--- src/mipsIsaPkg.sv ---
/*
 * Instruction-set definitions for the MIPS-like core.
 * Word and register index types, opcodes, funct codes and field positions.
 * Compiled before every module that decodes or carries instruction words.
 */
package mipsIsaPkg;

    typedef logic [31:0] wordT;
    typedef logic [4:0] regAddrT;

    // Primary opcodes
    localparam logic [5:0] opSpecial = 6'h00;
    localparam logic [5:0] opJ = 6'h02;
    localparam logic [5:0] opBeq = 6'h04;
    localparam logic [5:0] opBne = 6'h05;
    localparam logic [5:0] opOri = 6'h0d;
    localparam logic [5:0] opLui = 6'h0f;
    localparam logic [5:0] opLw = 6'h23;
    localparam logic [5:0] opSw = 6'h2b;

    // Funct codes under opSpecial
    localparam logic [5:0] fnAddu = 6'h21;
    localparam logic [5:0] fnSubu = 6'h23;
    localparam logic [5:0] fnAnd = 6'h24;
    localparam logic [5:0] fnOr = 6'h25;
    localparam logic [5:0] fnSlt = 6'h2a;

    // Field positions
    localparam int opLsb = 26;
    localparam int rsLsb = 21;
    localparam int rtLsb = 16;
    localparam int rdLsb = 11;
    localparam int immWidth = 16;
    localparam int targetWidth = 26;

    localparam wordT nopWord = 32'h0000_0000;

endpackage

--- src/pipeCtrlPkg.sv ---
/*
 * Pipeline-control definitions shared by decode, execute and the hazard unit.
 * ALU operations, destination kinds and the Tnew/Tuse timing constants.
 */
package pipeCtrlPkg;

    typedef enum logic [2:0] {
        addOp,
        subOp,
        andOp,
        orOp,
        sltOp,
        luiOp
    } aluOpT;

    // Which instruction field names the destination register
    typedef enum logic [1:0] {
        destNone,
        destRt,
        destRd
    } destKindT;

    // Cycles until a result is ready (Tnew) or an operand is needed (Tuse)
    typedef logic [1:0] stageTimeT;

    localparam stageTimeT tnewNone = 2'd0;
    localparam stageTimeT tnewAlu = 2'd1;
    localparam stageTimeT tnewLoad = 2'd2;

    localparam stageTimeT tuseBranch = 2'd0;
    localparam stageTimeT tuseAlu = 2'd1;

endpackage

--- src/fetchStage.sv ---
/*
 * Fetch stage with the program counter and the fetch/decode register.
 * The next PC comes from PC+4 or from decode's branch and jump targets.
 * A stall from the hazard unit holds both the PC and the register.
 */
`timescale 1ns/100ps

module fetchStage #(
    parameter mipsIsaPkg::wordT resetPc = 32'h0000_3000
) (
    input  logic clk,
    input  logic reset,
    input  logic stall,
    input  logic branchTaken,
    input  logic jumpTaken,
    input  mipsIsaPkg::wordT branchTarget,
    input  mipsIsaPkg::wordT jumpTarget,
    input  mipsIsaPkg::wordT instr,
    output mipsIsaPkg::wordT instrAddr,
    output mipsIsaPkg::wordT idInstr,
    output mipsIsaPkg::wordT idPc
);
    import mipsIsaPkg::*;

    wordT pc;
    wordT nextPc;

    // Branch and jump targets come from the instruction one ahead in decode
    always_comb begin
        if (branchTaken) begin
            nextPc = branchTarget;
        end else if (jumpTaken) begin
            nextPc = jumpTarget;
        end else begin
            nextPc = pc + 32'd4;
        end
    end

    always_ff @(posedge clk) begin
        if (reset) begin
            pc <= resetPc;
            idInstr <= nopWord;
        end else if (!stall) begin
            pc <= nextPc;
            idInstr <= instr;
        end
        if (!stall) begin
            idPc <= pc;
        end
    end

    assign instrAddr = pc;

endmodule

--- src/decodeStage.sv ---
/*
 * Decode stage with the instruction decoder and the decode/execute register.
 * Branches and jumps resolve here on forwarded operands.
 * Source indices and Tuse values go to the hazard unit; bubble loads a no-op.
 */
`timescale 1ns/100ps

module decodeStage (
    input  logic clk,
    input  logic reset,
    input  logic bubble,
    input  mipsIsaPkg::wordT idInstr,
    input  mipsIsaPkg::wordT idPc,
    output mipsIsaPkg::regAddrT readAddrA,
    output mipsIsaPkg::regAddrT readAddrB,
    input  mipsIsaPkg::wordT readDataA,
    input  mipsIsaPkg::wordT readDataB,
    input  mipsIsaPkg::regAddrT exDest,
    input  mipsIsaPkg::wordT exResult,
    input  mipsIsaPkg::regAddrT memDest,
    input  mipsIsaPkg::wordT memResult,
    output mipsIsaPkg::regAddrT srcA,
    output mipsIsaPkg::regAddrT srcB,
    output pipeCtrlPkg::stageTimeT tuseA,
    output pipeCtrlPkg::stageTimeT tuseB,
    output logic branchTaken,
    output logic jumpTaken,
    output mipsIsaPkg::wordT branchTarget,
    output mipsIsaPkg::wordT jumpTarget,
    output pipeCtrlPkg::aluOpT exAluOp,
    output mipsIsaPkg::wordT exOperandA,
    output mipsIsaPkg::wordT exOperandB,
    output mipsIsaPkg::wordT exStoreData,
    output logic exUseImm,
    output mipsIsaPkg::wordT exImm,
    output logic exIsLoad,
    output logic exIsStore,
    output mipsIsaPkg::wordT exPc,
    output mipsIsaPkg::regAddrT exSrcA,
    output mipsIsaPkg::regAddrT exSrcB,
    output mipsIsaPkg::regAddrT exDestOut,
    output pipeCtrlPkg::stageTimeT exTnew
);
    import mipsIsaPkg::*;
    import pipeCtrlPkg::*;

    logic [5:0] opcode;
    logic [5:0] funct;
    regAddrT rs;
    regAddrT rt;
    regAddrT rd;
    regAddrT dest;
    logic [immWidth-1:0] imm16;
    wordT imm;
    wordT fwdA;
    wordT fwdB;
    wordT pcPlus4;
    destKindT destKind;
    aluOpT aluOp;
    stageTimeT tnew;
    logic useImm;
    logic immZero;
    logic isLoad;
    logic isStore;
    logic isBeq;
    logic isBne;

    // Newest producer wins; the register file bypass covers writeback
    function automatic wordT forward(regAddrT addr, wordT regData);
        if (addr != '0 && addr == exDest) begin
            return exResult;
        end else if (addr != '0 && addr == memDest) begin
            return memResult;
        end
        return regData;
    endfunction

    assign opcode = idInstr[opLsb +: 6];
    assign funct = idInstr[5:0];
    assign rs = idInstr[rsLsb +: 5];
    assign rt = idInstr[rtLsb +: 5];
    assign rd = idInstr[rdLsb +: 5];
    assign imm16 = idInstr[immWidth-1:0];

    always_comb begin
        destKind = destNone;
        aluOp = addOp;
        tnew = tnewNone;
        useImm = 1'b0;
        immZero = 1'b0;
        isLoad = 1'b0;
        isStore = 1'b0;
        isBeq = 1'b0;
        isBne = 1'b0;
        jumpTaken = 1'b0;
        srcA = '0;
        srcB = '0;
        tuseA = tuseAlu;
        tuseB = tuseAlu;
        case (opcode)
            opSpecial: begin
                destKind = destRd;
                srcA = rs;
                srcB = rt;
                tnew = tnewAlu;
                case (funct)
                    fnAddu: aluOp = addOp;
                    fnSubu: aluOp = subOp;
                    fnAnd: aluOp = andOp;
                    fnOr: aluOp = orOp;
                    fnSlt: aluOp = sltOp;
                    default: begin
                        destKind = destNone;
                        srcA = '0;
                        srcB = '0;
                        tnew = tnewNone;
                    end
                endcase
            end
            opOri: begin
                destKind = destRt;
                aluOp = orOp;
                useImm = 1'b1;
                immZero = 1'b1;
                srcA = rs;
                tnew = tnewAlu;
            end
            opLui: begin
                // Result is ready in execute already
                destKind = destRt;
                aluOp = luiOp;
                useImm = 1'b1;
                immZero = 1'b1;
            end
            opLw: begin
                destKind = destRt;
                useImm = 1'b1;
                isLoad = 1'b1;
                srcA = rs;
                tnew = tnewLoad;
            end
            opSw: begin
                useImm = 1'b1;
                isStore = 1'b1;
                srcA = rs;
                srcB = rt;
            end
            opBeq, opBne: begin
                isBeq = (opcode == opBeq);
                isBne = (opcode == opBne);
                srcA = rs;
                srcB = rt;
                tuseA = tuseBranch;
                tuseB = tuseBranch;
            end
            opJ: jumpTaken = 1'b1;
            default: ;
        endcase
    end

    always_comb begin
        case (destKind)
            destRt: dest = rt;
            destRd: dest = rd;
            default: dest = '0;
        endcase
    end

    assign readAddrA = rs;
    assign readAddrB = rt;
    assign fwdA = forward(rs, readDataA);
    assign fwdB = forward(rt, readDataB);
    assign imm = immZero ? {16'h0000, imm16} : {{16{imm16[15]}}, imm16};

    // Targets are relative to the delay slot
    assign pcPlus4 = idPc + 32'd4;
    assign branchTaken = (isBeq && fwdA == fwdB) || (isBne && fwdA != fwdB);
    assign branchTarget = pcPlus4 + {imm[29:0], 2'b00};
    assign jumpTarget = {pcPlus4[31:28], idInstr[targetWidth-1:0], 2'b00};

    always_ff @(posedge clk) begin
        if (reset || bubble) begin
            exAluOp <= addOp;
            exIsLoad <= 1'b0;
            exIsStore <= 1'b0;
            exDestOut <= '0;
            exTnew <= tnewNone;
        end else begin
            exAluOp <= aluOp;
            exIsLoad <= isLoad;
            exIsStore <= isStore;
            exDestOut <= dest;
            exTnew <= tnew;
        end
        exOperandA <= fwdA;
        exOperandB <= fwdB;
        exStoreData <= fwdB;
        exUseImm <= useImm;
        exImm <= imm;
        exPc <= idPc;
        exSrcA <= srcA;
        exSrcB <= srcB;
    end

endmodule

--- src/regFile.sv ---
/*
 * General-purpose register file with two read ports and one write port.
 * Register 0 always reads zero; a same-cycle write is bypassed to the reads.
 */
`timescale 1ns/100ps

module regFile (
    input  logic clk,
    input  logic reset,
    input  mipsIsaPkg::regAddrT readAddrA,
    input  mipsIsaPkg::regAddrT readAddrB,
    output mipsIsaPkg::wordT readDataA,
    output mipsIsaPkg::wordT readDataB,
    input  logic writeEnable,
    input  mipsIsaPkg::regAddrT writeAddr,
    input  mipsIsaPkg::wordT writeData
);
    import mipsIsaPkg::*;

    wordT regs [1:31];

    function automatic wordT readPort(regAddrT addr);
        if (addr == '0) begin
            return '0;
        end else if (writeEnable && writeAddr == addr) begin
            return writeData;
        end
        return regs[addr];
    endfunction

    always_ff @(posedge clk) begin
        if (reset) begin
            for (int i = 1; i < 32; i++) begin
                regs[i] <= '0;
            end
        end else if (writeEnable && writeAddr != '0) begin
            regs[writeAddr] <= writeData;
        end
    end

    assign readDataA = readPort(readAddrA);
    assign readDataB = readPort(readAddrB);

endmodule

--- src/executeStage.sv ---
/*
 * Execute stage with the ALU and the execute/memory register.
 * Operands from decode are forwarded again from memory and writeback.
 * Tnew counts down by one on the way into the memory stage.
 */
`timescale 1ns/100ps

module executeStage (
    input  logic clk,
    input  logic reset,
    input  pipeCtrlPkg::aluOpT exAluOp,
    input  mipsIsaPkg::wordT exOperandA,
    input  mipsIsaPkg::wordT exOperandB,
    input  mipsIsaPkg::wordT exStoreData,
    input  logic exUseImm,
    input  mipsIsaPkg::wordT exImm,
    input  logic exIsLoad,
    input  logic exIsStore,
    input  mipsIsaPkg::wordT exPc,
    input  mipsIsaPkg::regAddrT exSrcA,
    input  mipsIsaPkg::regAddrT exSrcB,
    input  mipsIsaPkg::regAddrT exDestOut,
    input  pipeCtrlPkg::stageTimeT exTnew,
    input  mipsIsaPkg::regAddrT memDest,
    input  mipsIsaPkg::wordT memResult,
    input  mipsIsaPkg::regAddrT wbDest,
    input  mipsIsaPkg::wordT wbResult,
    output mipsIsaPkg::regAddrT exDest,
    output mipsIsaPkg::wordT exResult,
    output mipsIsaPkg::wordT memAluOut,
    output mipsIsaPkg::wordT memStoreData,
    output mipsIsaPkg::wordT memPc,
    output logic memIsLoad,
    output logic memIsStore,
    output mipsIsaPkg::regAddrT memDestOut,
    output pipeCtrlPkg::stageTimeT memTnew
);
    import mipsIsaPkg::*;
    import pipeCtrlPkg::*;

    wordT opA;
    wordT opB;
    wordT storeData;
    wordT aluResult;

    function automatic wordT forward(regAddrT addr, wordT value);
        if (addr != '0 && addr == memDest) begin
            return memResult;
        end else if (addr != '0 && addr == wbDest) begin
            return wbResult;
        end
        return value;
    endfunction

    assign opA = forward(exSrcA, exOperandA);
    assign opB = exUseImm ? exImm : forward(exSrcB, exOperandB);
    assign storeData = forward(exSrcB, exStoreData);

    always_comb begin
        case (exAluOp)
            subOp: aluResult = opA - opB;
            andOp: aluResult = opA & opB;
            orOp: aluResult = opA | opB;
            sltOp: aluResult = {31'b0, $signed(opA) < $signed(opB)};
            luiOp: aluResult = {opB[15:0], 16'h0000};
            default: aluResult = opA + opB;
        endcase
    end

    // Only meaningful to decode while exTnew is zero
    assign exDest = exDestOut;
    assign exResult = aluResult;

    always_ff @(posedge clk) begin
        if (reset) begin
            memIsLoad <= 1'b0;
            memIsStore <= 1'b0;
            memDestOut <= '0;
            memTnew <= tnewNone;
        end else begin
            memIsLoad <= exIsLoad;
            memIsStore <= exIsStore;
            memDestOut <= exDestOut;
            memTnew <= (exTnew == tnewNone) ? tnewNone : exTnew - 2'd1;
        end
        memAluOut <= aluResult;
        memStoreData <= storeData;
        memPc <= exPc;
    end

endmodule

--- src/memoryStage.sv ---
/*
 * Memory stage driving the data bus, plus the memory/writeback register.
 * Loads sample busRData in their memory cycle; writeback feeds the register file.
 */
`timescale 1ns/100ps

module memoryStage (
    input  logic clk,
    input  logic reset,
    input  mipsIsaPkg::wordT memAluOut,
    input  mipsIsaPkg::wordT memStoreData,
    input  mipsIsaPkg::wordT memPc,
    input  logic memIsLoad,
    input  logic memIsStore,
    input  mipsIsaPkg::regAddrT memDestOut,
    output mipsIsaPkg::wordT busPc,
    output mipsIsaPkg::wordT busAddr,
    output mipsIsaPkg::wordT busWData,
    output logic [3:0] busWe,
    input  mipsIsaPkg::wordT busRData,
    output mipsIsaPkg::regAddrT memDest,
    output mipsIsaPkg::wordT memResult,
    output mipsIsaPkg::regAddrT wbDest,
    output mipsIsaPkg::wordT wbResult,
    output logic writeEnable,
    output mipsIsaPkg::regAddrT writeAddr,
    output mipsIsaPkg::wordT writeData
);
    // Word accesses only, so a store enables every lane
    assign busPc = memPc;
    assign busAddr = memAluOut;
    assign busWData = memStoreData;
    assign busWe = memIsStore ? 4'hf : 4'h0;

    assign memDest = memDestOut;
    assign memResult = memAluOut;

    always_ff @(posedge clk) begin
        if (reset) begin
            wbDest <= '0;
        end else begin
            wbDest <= memDestOut;
        end
        wbResult <= memIsLoad ? busRData : memAluOut;
    end

    assign writeEnable = (wbDest != '0);
    assign writeAddr = wbDest;
    assign writeData = wbResult;

endmodule

--- src/hazardUnit.sv ---
/*
 * Stall decision from the Tnew/Tuse comparison of decode's sources.
 * A stall holds fetch and decode and sends a bubble into execute.
 */
`timescale 1ns/100ps

module hazardUnit (
    input  mipsIsaPkg::regAddrT srcA,
    input  mipsIsaPkg::regAddrT srcB,
    input  pipeCtrlPkg::stageTimeT tuseA,
    input  pipeCtrlPkg::stageTimeT tuseB,
    input  mipsIsaPkg::regAddrT exDest,
    input  pipeCtrlPkg::stageTimeT exTnew,
    input  mipsIsaPkg::regAddrT memDest,
    input  pipeCtrlPkg::stageTimeT memTnew,
    output logic stall,
    output logic bubble
);
    import mipsIsaPkg::*;
    import pipeCtrlPkg::*;

    logic stallA;
    logic stallB;

    // Result not ready by the time this source needs it
    function automatic logic late(regAddrT src, stageTimeT tuse);
        logic exLate;
        logic memLate;
        exLate = (src == exDest) && (exTnew > tuse);
        memLate = (src == memDest) && (memTnew > tuse);
        return (src != '0) && (exLate || memLate);
    endfunction

    assign stallA = late(srcA, tuseA);
    assign stallB = late(srcB, tuseB);

    assign stall = stallA || stallB;
    assign bubble = stallA || stallB;

endmodule

--- src/mipsCore.sv ---
/*
 * Top level of the five-stage pipelined core.
 * Instructions arrive on instrAddr/instr; data moves on the word bus.
 * Set resetPc to the address of the first instruction.
 */
`timescale 1ns/100ps

module mipsCore #(
    parameter mipsIsaPkg::wordT resetPc = 32'h0000_3000
) (
    input  logic clk,
    input  logic reset,
    output mipsIsaPkg::wordT instrAddr,
    input  mipsIsaPkg::wordT instr,
    output mipsIsaPkg::wordT busPc,
    output mipsIsaPkg::wordT busAddr,
    output mipsIsaPkg::wordT busWData,
    output logic [3:0] busWe,
    input  mipsIsaPkg::wordT busRData
);
    import mipsIsaPkg::*;
    import pipeCtrlPkg::*;

    // Fetch and decode
    logic stall;
    logic bubble;
    logic branchTaken;
    logic jumpTaken;
    wordT branchTarget;
    wordT jumpTarget;
    wordT idInstr;
    wordT idPc;
    regAddrT readAddrA;
    regAddrT readAddrB;
    wordT readDataA;
    wordT readDataB;
    regAddrT srcA;
    regAddrT srcB;
    stageTimeT tuseA;
    stageTimeT tuseB;

    // Execute
    aluOpT exAluOp;
    wordT exOperandA;
    wordT exOperandB;
    wordT exStoreData;
    wordT exImm;
    wordT exPc;
    wordT exResult;
    logic exUseImm;
    logic exIsLoad;
    logic exIsStore;
    regAddrT exSrcA;
    regAddrT exSrcB;
    regAddrT exDestOut;
    regAddrT exDest;
    stageTimeT exTnew;

    // Memory and writeback
    wordT memAluOut;
    wordT memStoreData;
    wordT memPc;
    wordT memResult;
    logic memIsLoad;
    logic memIsStore;
    regAddrT memDestOut;
    regAddrT memDest;
    stageTimeT memTnew;
    regAddrT wbDest;
    wordT wbResult;
    logic writeEnable;
    regAddrT writeAddr;
    wordT writeData;

    fetchStage #(.resetPc(resetPc)) fetchStage_i (
        .clk(clk), .reset(reset), .stall(stall),
        .branchTaken(branchTaken), .jumpTaken(jumpTaken),
        .branchTarget(branchTarget), .jumpTarget(jumpTarget),
        .instr(instr), .instrAddr(instrAddr), .idInstr(idInstr), .idPc(idPc)
    );

    decodeStage decodeStage_i (
        .clk(clk), .reset(reset), .bubble(bubble), .idInstr(idInstr), .idPc(idPc),
        .readAddrA(readAddrA), .readAddrB(readAddrB),
        .readDataA(readDataA), .readDataB(readDataB),
        .exDest(exDest), .exResult(exResult), .memDest(memDest), .memResult(memResult),
        .srcA(srcA), .srcB(srcB), .tuseA(tuseA), .tuseB(tuseB),
        .branchTaken(branchTaken), .jumpTaken(jumpTaken),
        .branchTarget(branchTarget), .jumpTarget(jumpTarget),
        .exAluOp(exAluOp), .exOperandA(exOperandA), .exOperandB(exOperandB),
        .exStoreData(exStoreData), .exUseImm(exUseImm), .exImm(exImm),
        .exIsLoad(exIsLoad), .exIsStore(exIsStore), .exPc(exPc),
        .exSrcA(exSrcA), .exSrcB(exSrcB), .exDestOut(exDestOut), .exTnew(exTnew)
    );

    regFile regFile_i (
        .clk(clk), .reset(reset),
        .readAddrA(readAddrA), .readAddrB(readAddrB),
        .readDataA(readDataA), .readDataB(readDataB),
        .writeEnable(writeEnable), .writeAddr(writeAddr), .writeData(writeData)
    );

    executeStage executeStage_i (
        .clk(clk), .reset(reset),
        .exAluOp(exAluOp), .exOperandA(exOperandA), .exOperandB(exOperandB),
        .exStoreData(exStoreData), .exUseImm(exUseImm), .exImm(exImm),
        .exIsLoad(exIsLoad), .exIsStore(exIsStore), .exPc(exPc),
        .exSrcA(exSrcA), .exSrcB(exSrcB), .exDestOut(exDestOut), .exTnew(exTnew),
        .memDest(memDest), .memResult(memResult), .wbDest(wbDest), .wbResult(wbResult),
        .exDest(exDest), .exResult(exResult),
        .memAluOut(memAluOut), .memStoreData(memStoreData), .memPc(memPc),
        .memIsLoad(memIsLoad), .memIsStore(memIsStore),
        .memDestOut(memDestOut), .memTnew(memTnew)
    );

    memoryStage memoryStage_i (
        .clk(clk), .reset(reset),
        .memAluOut(memAluOut), .memStoreData(memStoreData), .memPc(memPc),
        .memIsLoad(memIsLoad), .memIsStore(memIsStore), .memDestOut(memDestOut),
        .busPc(busPc), .busAddr(busAddr), .busWData(busWData), .busWe(busWe),
        .busRData(busRData), .memDest(memDest), .memResult(memResult),
        .wbDest(wbDest), .wbResult(wbResult),
        .writeEnable(writeEnable), .writeAddr(writeAddr), .writeData(writeData)
    );

    hazardUnit hazardUnit_i (
        .srcA(srcA), .srcB(srcB), .tuseA(tuseA), .tuseB(tuseB),
        .exDest(exDest), .exTnew(exTnew), .memDest(memDest), .memTnew(memTnew),
        .stall(stall), .bubble(bubble)
    );

endmodule

--- config.mk ---
export PLATFORM = sky130hd
export DESIGN_NAME = mipsCore
export DESIGN_NICKNAME = d
export VERILOG_FILES = /design/src/mipsIsaPkg.sv /design/src/pipeCtrlPkg.sv /design/src/fetchStage.sv /design/src/decodeStage.sv /design/src/regFile.sv /design/src/executeStage.sv /design/src/memoryStage.sv /design/src/hazardUnit.sv /design/src/mipsCore.sv
export SDC_FILE = /design/constraint.sdc
export NUM_CORES = 2
export LEC_CHECK = 0
export CAP_MARGIN = 10
export CORE_MARGIN = 4
export CORE_UTILIZATION = 48
export DETAILED_ROUTE_END_ITERATION = 10
export DONT_BUFFER_PORTS = 1
export PLACE_DENSITY = 0.65
export RECOVER_POWER = 50
export SLEW_MARGIN = 10
export SYNTH_ARGS = -nofsm -noshare
export SYNTH_HDL_FRONTEND = slang
export SYNTH_SLANG_ARGS = --single-unit
--- constraint.sdc ---
create_clock -name clk -period 6.8 [get_ports clk]
set_input_delay 0.34 -clock clk [delete_from_list [all_inputs] [get_ports clk]]
set_output_delay 0.34 -clock clk [all_outputs]
set_load 0.05 [all_outputs]
==> results.py <==
metrics = {
    "status": {
        "status": "finished, violations left",
        "violations": "capacitance limit, slew limit, setup timing",
    },
    "clocking": {
        "clockBufferDepth": 3,
        "htreeDepth": 4,
        "clk_latency_ps": 850,
        "clk_pin_slew_ps": 60,
        "clock_tree.root_cell": "clkbuf_16",
        "clock_sinks": 1409,
        "cts_tree": "yes",
        "cts-buffers-inserted": 155,
    },
    "routing": {
        "drt_pass1_iterations": 6,
        "num_vias": 63258,
        "wl_per_cell_um": 33.76,
        "routed_via_density": 6.642,
        "ant_nets": 0,
        "drc": 0,
        "drt_first_iter_violations": 10525,
        "wirelength_um": 321500,
    },
    "power": {
        "power_density_nw_per_um2": 356.4,
        "switching_share_pct": 38.77,
        "intPower_uw": 20240,
        "p_sw_uw": 12810,
        "p_comb_share_pct": 40.5,
        "vdd_drop_max_mv": 0.2974,
        "leakage_uw": 0.03517,
        "pwr-share-seq_pct": 34.1,
        "p_clk_share_pct": 25.4,
        "p_total_uw": 33060,
    },
    "synth": {
        "ys_types": 104,
        "ys_warn_count": 0,
        "seq_area_frac_synth_pct": 49.33,
        "postSynthCellCount": 6685,
        "synth-async-reset-ratio_pct": 0,
        "synth_flop_cell": "edfxtp_1",
        "ys_ff_latch": 1409,
        "syn_area_per_cell_um2": 11.76,
        "synth_edf_count": 1056,
        "synthesis.area_um2": 78600,
    },
    "critical_path": {
        "reg2reg_from": "decodeStage_i.exSrcB[1]",
        "cp-start-kind": "register",
        "path_common_cell": "buf_4",
        "critPathMaxFanout": 7,
        "critPathKind": "reg -> reg",
        "crit_start": "decodeStage_i.exSrcB[1]",
        "cpPeakStageDelay_ps": 670,
        "endpoint_kind": "register",
        "required_ps": 7530,
        "crit_buf_inv": 5,
        "slowest_stage": "or4b_4",
        "cp_top_family": "simple AND/OR/NAND/NOR gates",
        "cp.arrival_ps": 8210,
    },
    "timing": {
        "fin_crit_ps": 7477,
        "max_freq_mhz": 133.7,
        "fin_skew_ps": 48.45,
        "slew_viol_final": 564,
        "tightest_slew_ps": 1715,
        "final.setup.tns_ps": -19490,
        "rsz0062_at_grt": "yes",
        "setup_viol": 32,
        "slew_headroom_pct": -14.33,
        "hold_viol": 0,
        "worst_slack_ps": -676.9,
        "period_share_pct": 110.0,
    },
    "global_routing": {
        "grt_use_met2_pct": 54.24,
        "use_met3_pct": 10.11,
        "grt_pass1_wl_um": 445800,
        "antenna_found_initial": 42,
        "grt_pass1_vias": 60685,
        "busiest_layer": "met2",
        "gr-usage-all-layers_pct": 36.85,
        "use_met1_pct": 49.31,
        "grt.overflow.total": 0,
        "grt_start_max_net_pins": 68,
    },
    "final_layout": {
        "nets": 7386,
        "final_common_cell": "edfxtp_1",
        "fill_cells": 13396,
        "area_growth_pct": 18.00,
        "drive_gt1_share_pct": 23.67,
        "final_cell_mix": "edfxtp_1, and2_1, buf_4",
    },
    "worst_hold_path": {
        "min_from": "reset",
        "hold_class": "in -> reg",
    },
    "place": {
        "gp_routability_congestion": 0.9908,
        "io_buffers": 0,
        "place_hpwl_um": 207500,
    },
    "floorplan": {
        "io_pins": 198,
        "start_util_pct": 48.29,
        "placementRows": 148,
        "die_h_um": 412.7,
        "design.core.area_um2": 162800,
        "die_w_um": 412.7,
        "die_area_um2": 170300,
    },
    "job": {
        "cap_violations": 16,
    },
}
sequential cells by signal, indices dropped and copies added, names as in the netlist, 2 cells and up, named ones only:
signal                       flops
regFile_i.regs                1024
fetchStage_i.instrAddr          32
decodeStage_i.exSrcA             5
decodeStage_i.exAluOp            3
executeStage_i.memStoreData     32
memoryStage_i.wbDest             5
memoryStage_i.wbResult          32
executeStage_i.memTnew           2
fetchStage_i.idInstr            32
decodeStage_i.exOperandA        32
fetchStage_i.idPc               32
decodeStage_i.exTnew             2
executeStage_i.memPc            32
executeStage_i.memAluOut        32
decodeStage_i.exSrcB             5
decodeStage_i.exImm             18
decodeStage_i.exOperandB        32
decodeStage_i.exPc              32
decodeStage_i.exDestOut          5
executeStage_i.memDestOut        5
cell families after synthesis:
| group | synth area share, % |
|---|---|
| buffers and inverters | 4.008 |
| other | 0.004771 |
| AO/OA/AOI/OAI | 9.923 |
| XOR/XNOR | 1.937 |
| AND/OR/NAND/NOR | 15.03 |
| multiplexers | 17.57 |
| adder cells (fa/ha/maj) | 2.190 |
| flip-flops | 49.33 |
layer usage:
| layer | routed length (µm) | share of wire [%] | vias to the layer above |
|---|---|---|---|
| met5 | 158 | 0.049 | - |
| met4 | 21290 | 6.6 | 21 |
| met3 | 42790 | 13 | 962 |
| met2 | 139000 | 43 | 4857 |
| met1 | 118300 | 37 | 31464 |
| li1 | - | - | 25954 |
synth_stat cells, drive strengths merged (15+ instances only):
master   instances  share of area, %
o21a            42              0.40
clkbuf         423               2.0
a22oi          171               1.6
or2             47              0.38
xnor2          106               1.2
nor3           148              0.95
o211ai          37              0.35
o221ai          21              0.23
mux4           397                11
o21bai          22              0.21
or3             15              0.12
nor2           389               1.9
a2111oi         31              0.43
buf            180               1.2
o21ai          178               1.1
nor3b           16              0.15
o22ai           57              0.45
mux2i          423               5.4
dfxtp          353               9.0
nand4           38              0.30
xor2            67              0.75
a31oi           39              0.31
nor4            18              0.17
a211oi          61              0.59
nand2          266               1.3
and3            41              0.33
a21o            39              0.37
edfxtp        1056                40
nand2b          29              0.23
and2           930               7.4
nor2b           50              0.40
nand3          139              0.89
mux2            56              0.80
inv            171              0.82
a221oi          36              0.40
ha             132               2.1
a21oi          233               1.5
power by group through the flow:
stage | Clock [µW] | Combinational [µW] | Sequential, µW
after floorplan | 0 | 5870 | 11500
after global placement | 0 | 12300 | 11400
after detailed placement | 0 | 12400 | 11400
after CTS | 8420 | 12800 | 11200
after global routing | 8790 | 14000 | 11300
final | 8410 | 13400 | 11300
layout make-up:
type | count | area (µm²) | area share, %
tap | 2175 | 2721 | 2.934
clock buffer | 212 | 4220 | 4.550
clock inverter | 72 | 750.7 | 0.8094
timing repair buffer | 910 | 7362 | 7.938
sequential | 1409 | 38810 | 41.84
multi-input combinational | 4537 | 38150 | 41.13
inverter | 172 | 645.6 | 0.6961
antenna | 37 | 92.59 | 0.09983
per-stage QoR:
| stage | hold slack, ps | cells | utilization [%] | setup WS (ps) | cell area [µm²] |
|---|---|---|---|---|---|
| 6_report | 153.8 | 9524 | 56.98 | -676.9 | 92750 |
| 2_1_floorplan | 309.6 | 6716 | - | -181.2 | 78880 |
| 3_3_place_gp | 310.8 | 9073 | 52.56 | -1202 | 85550 |
| 5_1_grt | 135.0 | 9503 | 56.95 | -846.1 | 92700 |
| 3_5_place_dp | 312.1 | 9073 | 52.56 | -1323 | 85550 |
| 4_1_cts | 95.59 | 9463 | 56.49 | -550.3 | 91960 |
worst reg2reg max path: cells and delay by family, from the launching register on:
kind,cells,cell delay (ps)
buffers and inverters,5,910
multiplexers,2,570
flip-flops,1,330
adder cells (fa/ha/maj),1,240
XOR/XNOR,1,90
AND/OR/NAND/NOR,8,3320
AO/OA/AOI/OAI,10,1890
worst paths after layout:
check / endpoint / slack [ps] / cells after the start
worst min register to register: executeStage_i.memPc[31] / 330 / 0
worst max register to register: fetchStage_i.instrAddr[22] / -680 / 27
worst max-delay path: fetchStage_i.instrAddr[22] / -680 / 27
worst min-delay path: executeStage_i.memIsStore / 150 / 2
timing repair:
action                                  in CTS  in global routing
endpoints found under the setup margin      32                 32
pin swaps                                   38                 58
buffers inserted                            22                 19
cloned                                       2                  6
resized for setup                           88                111
hold buffers                                83                  0
endpoints found under the hold margin      123                  0
No activity file was read; power rests on OpenSTA's default activity.
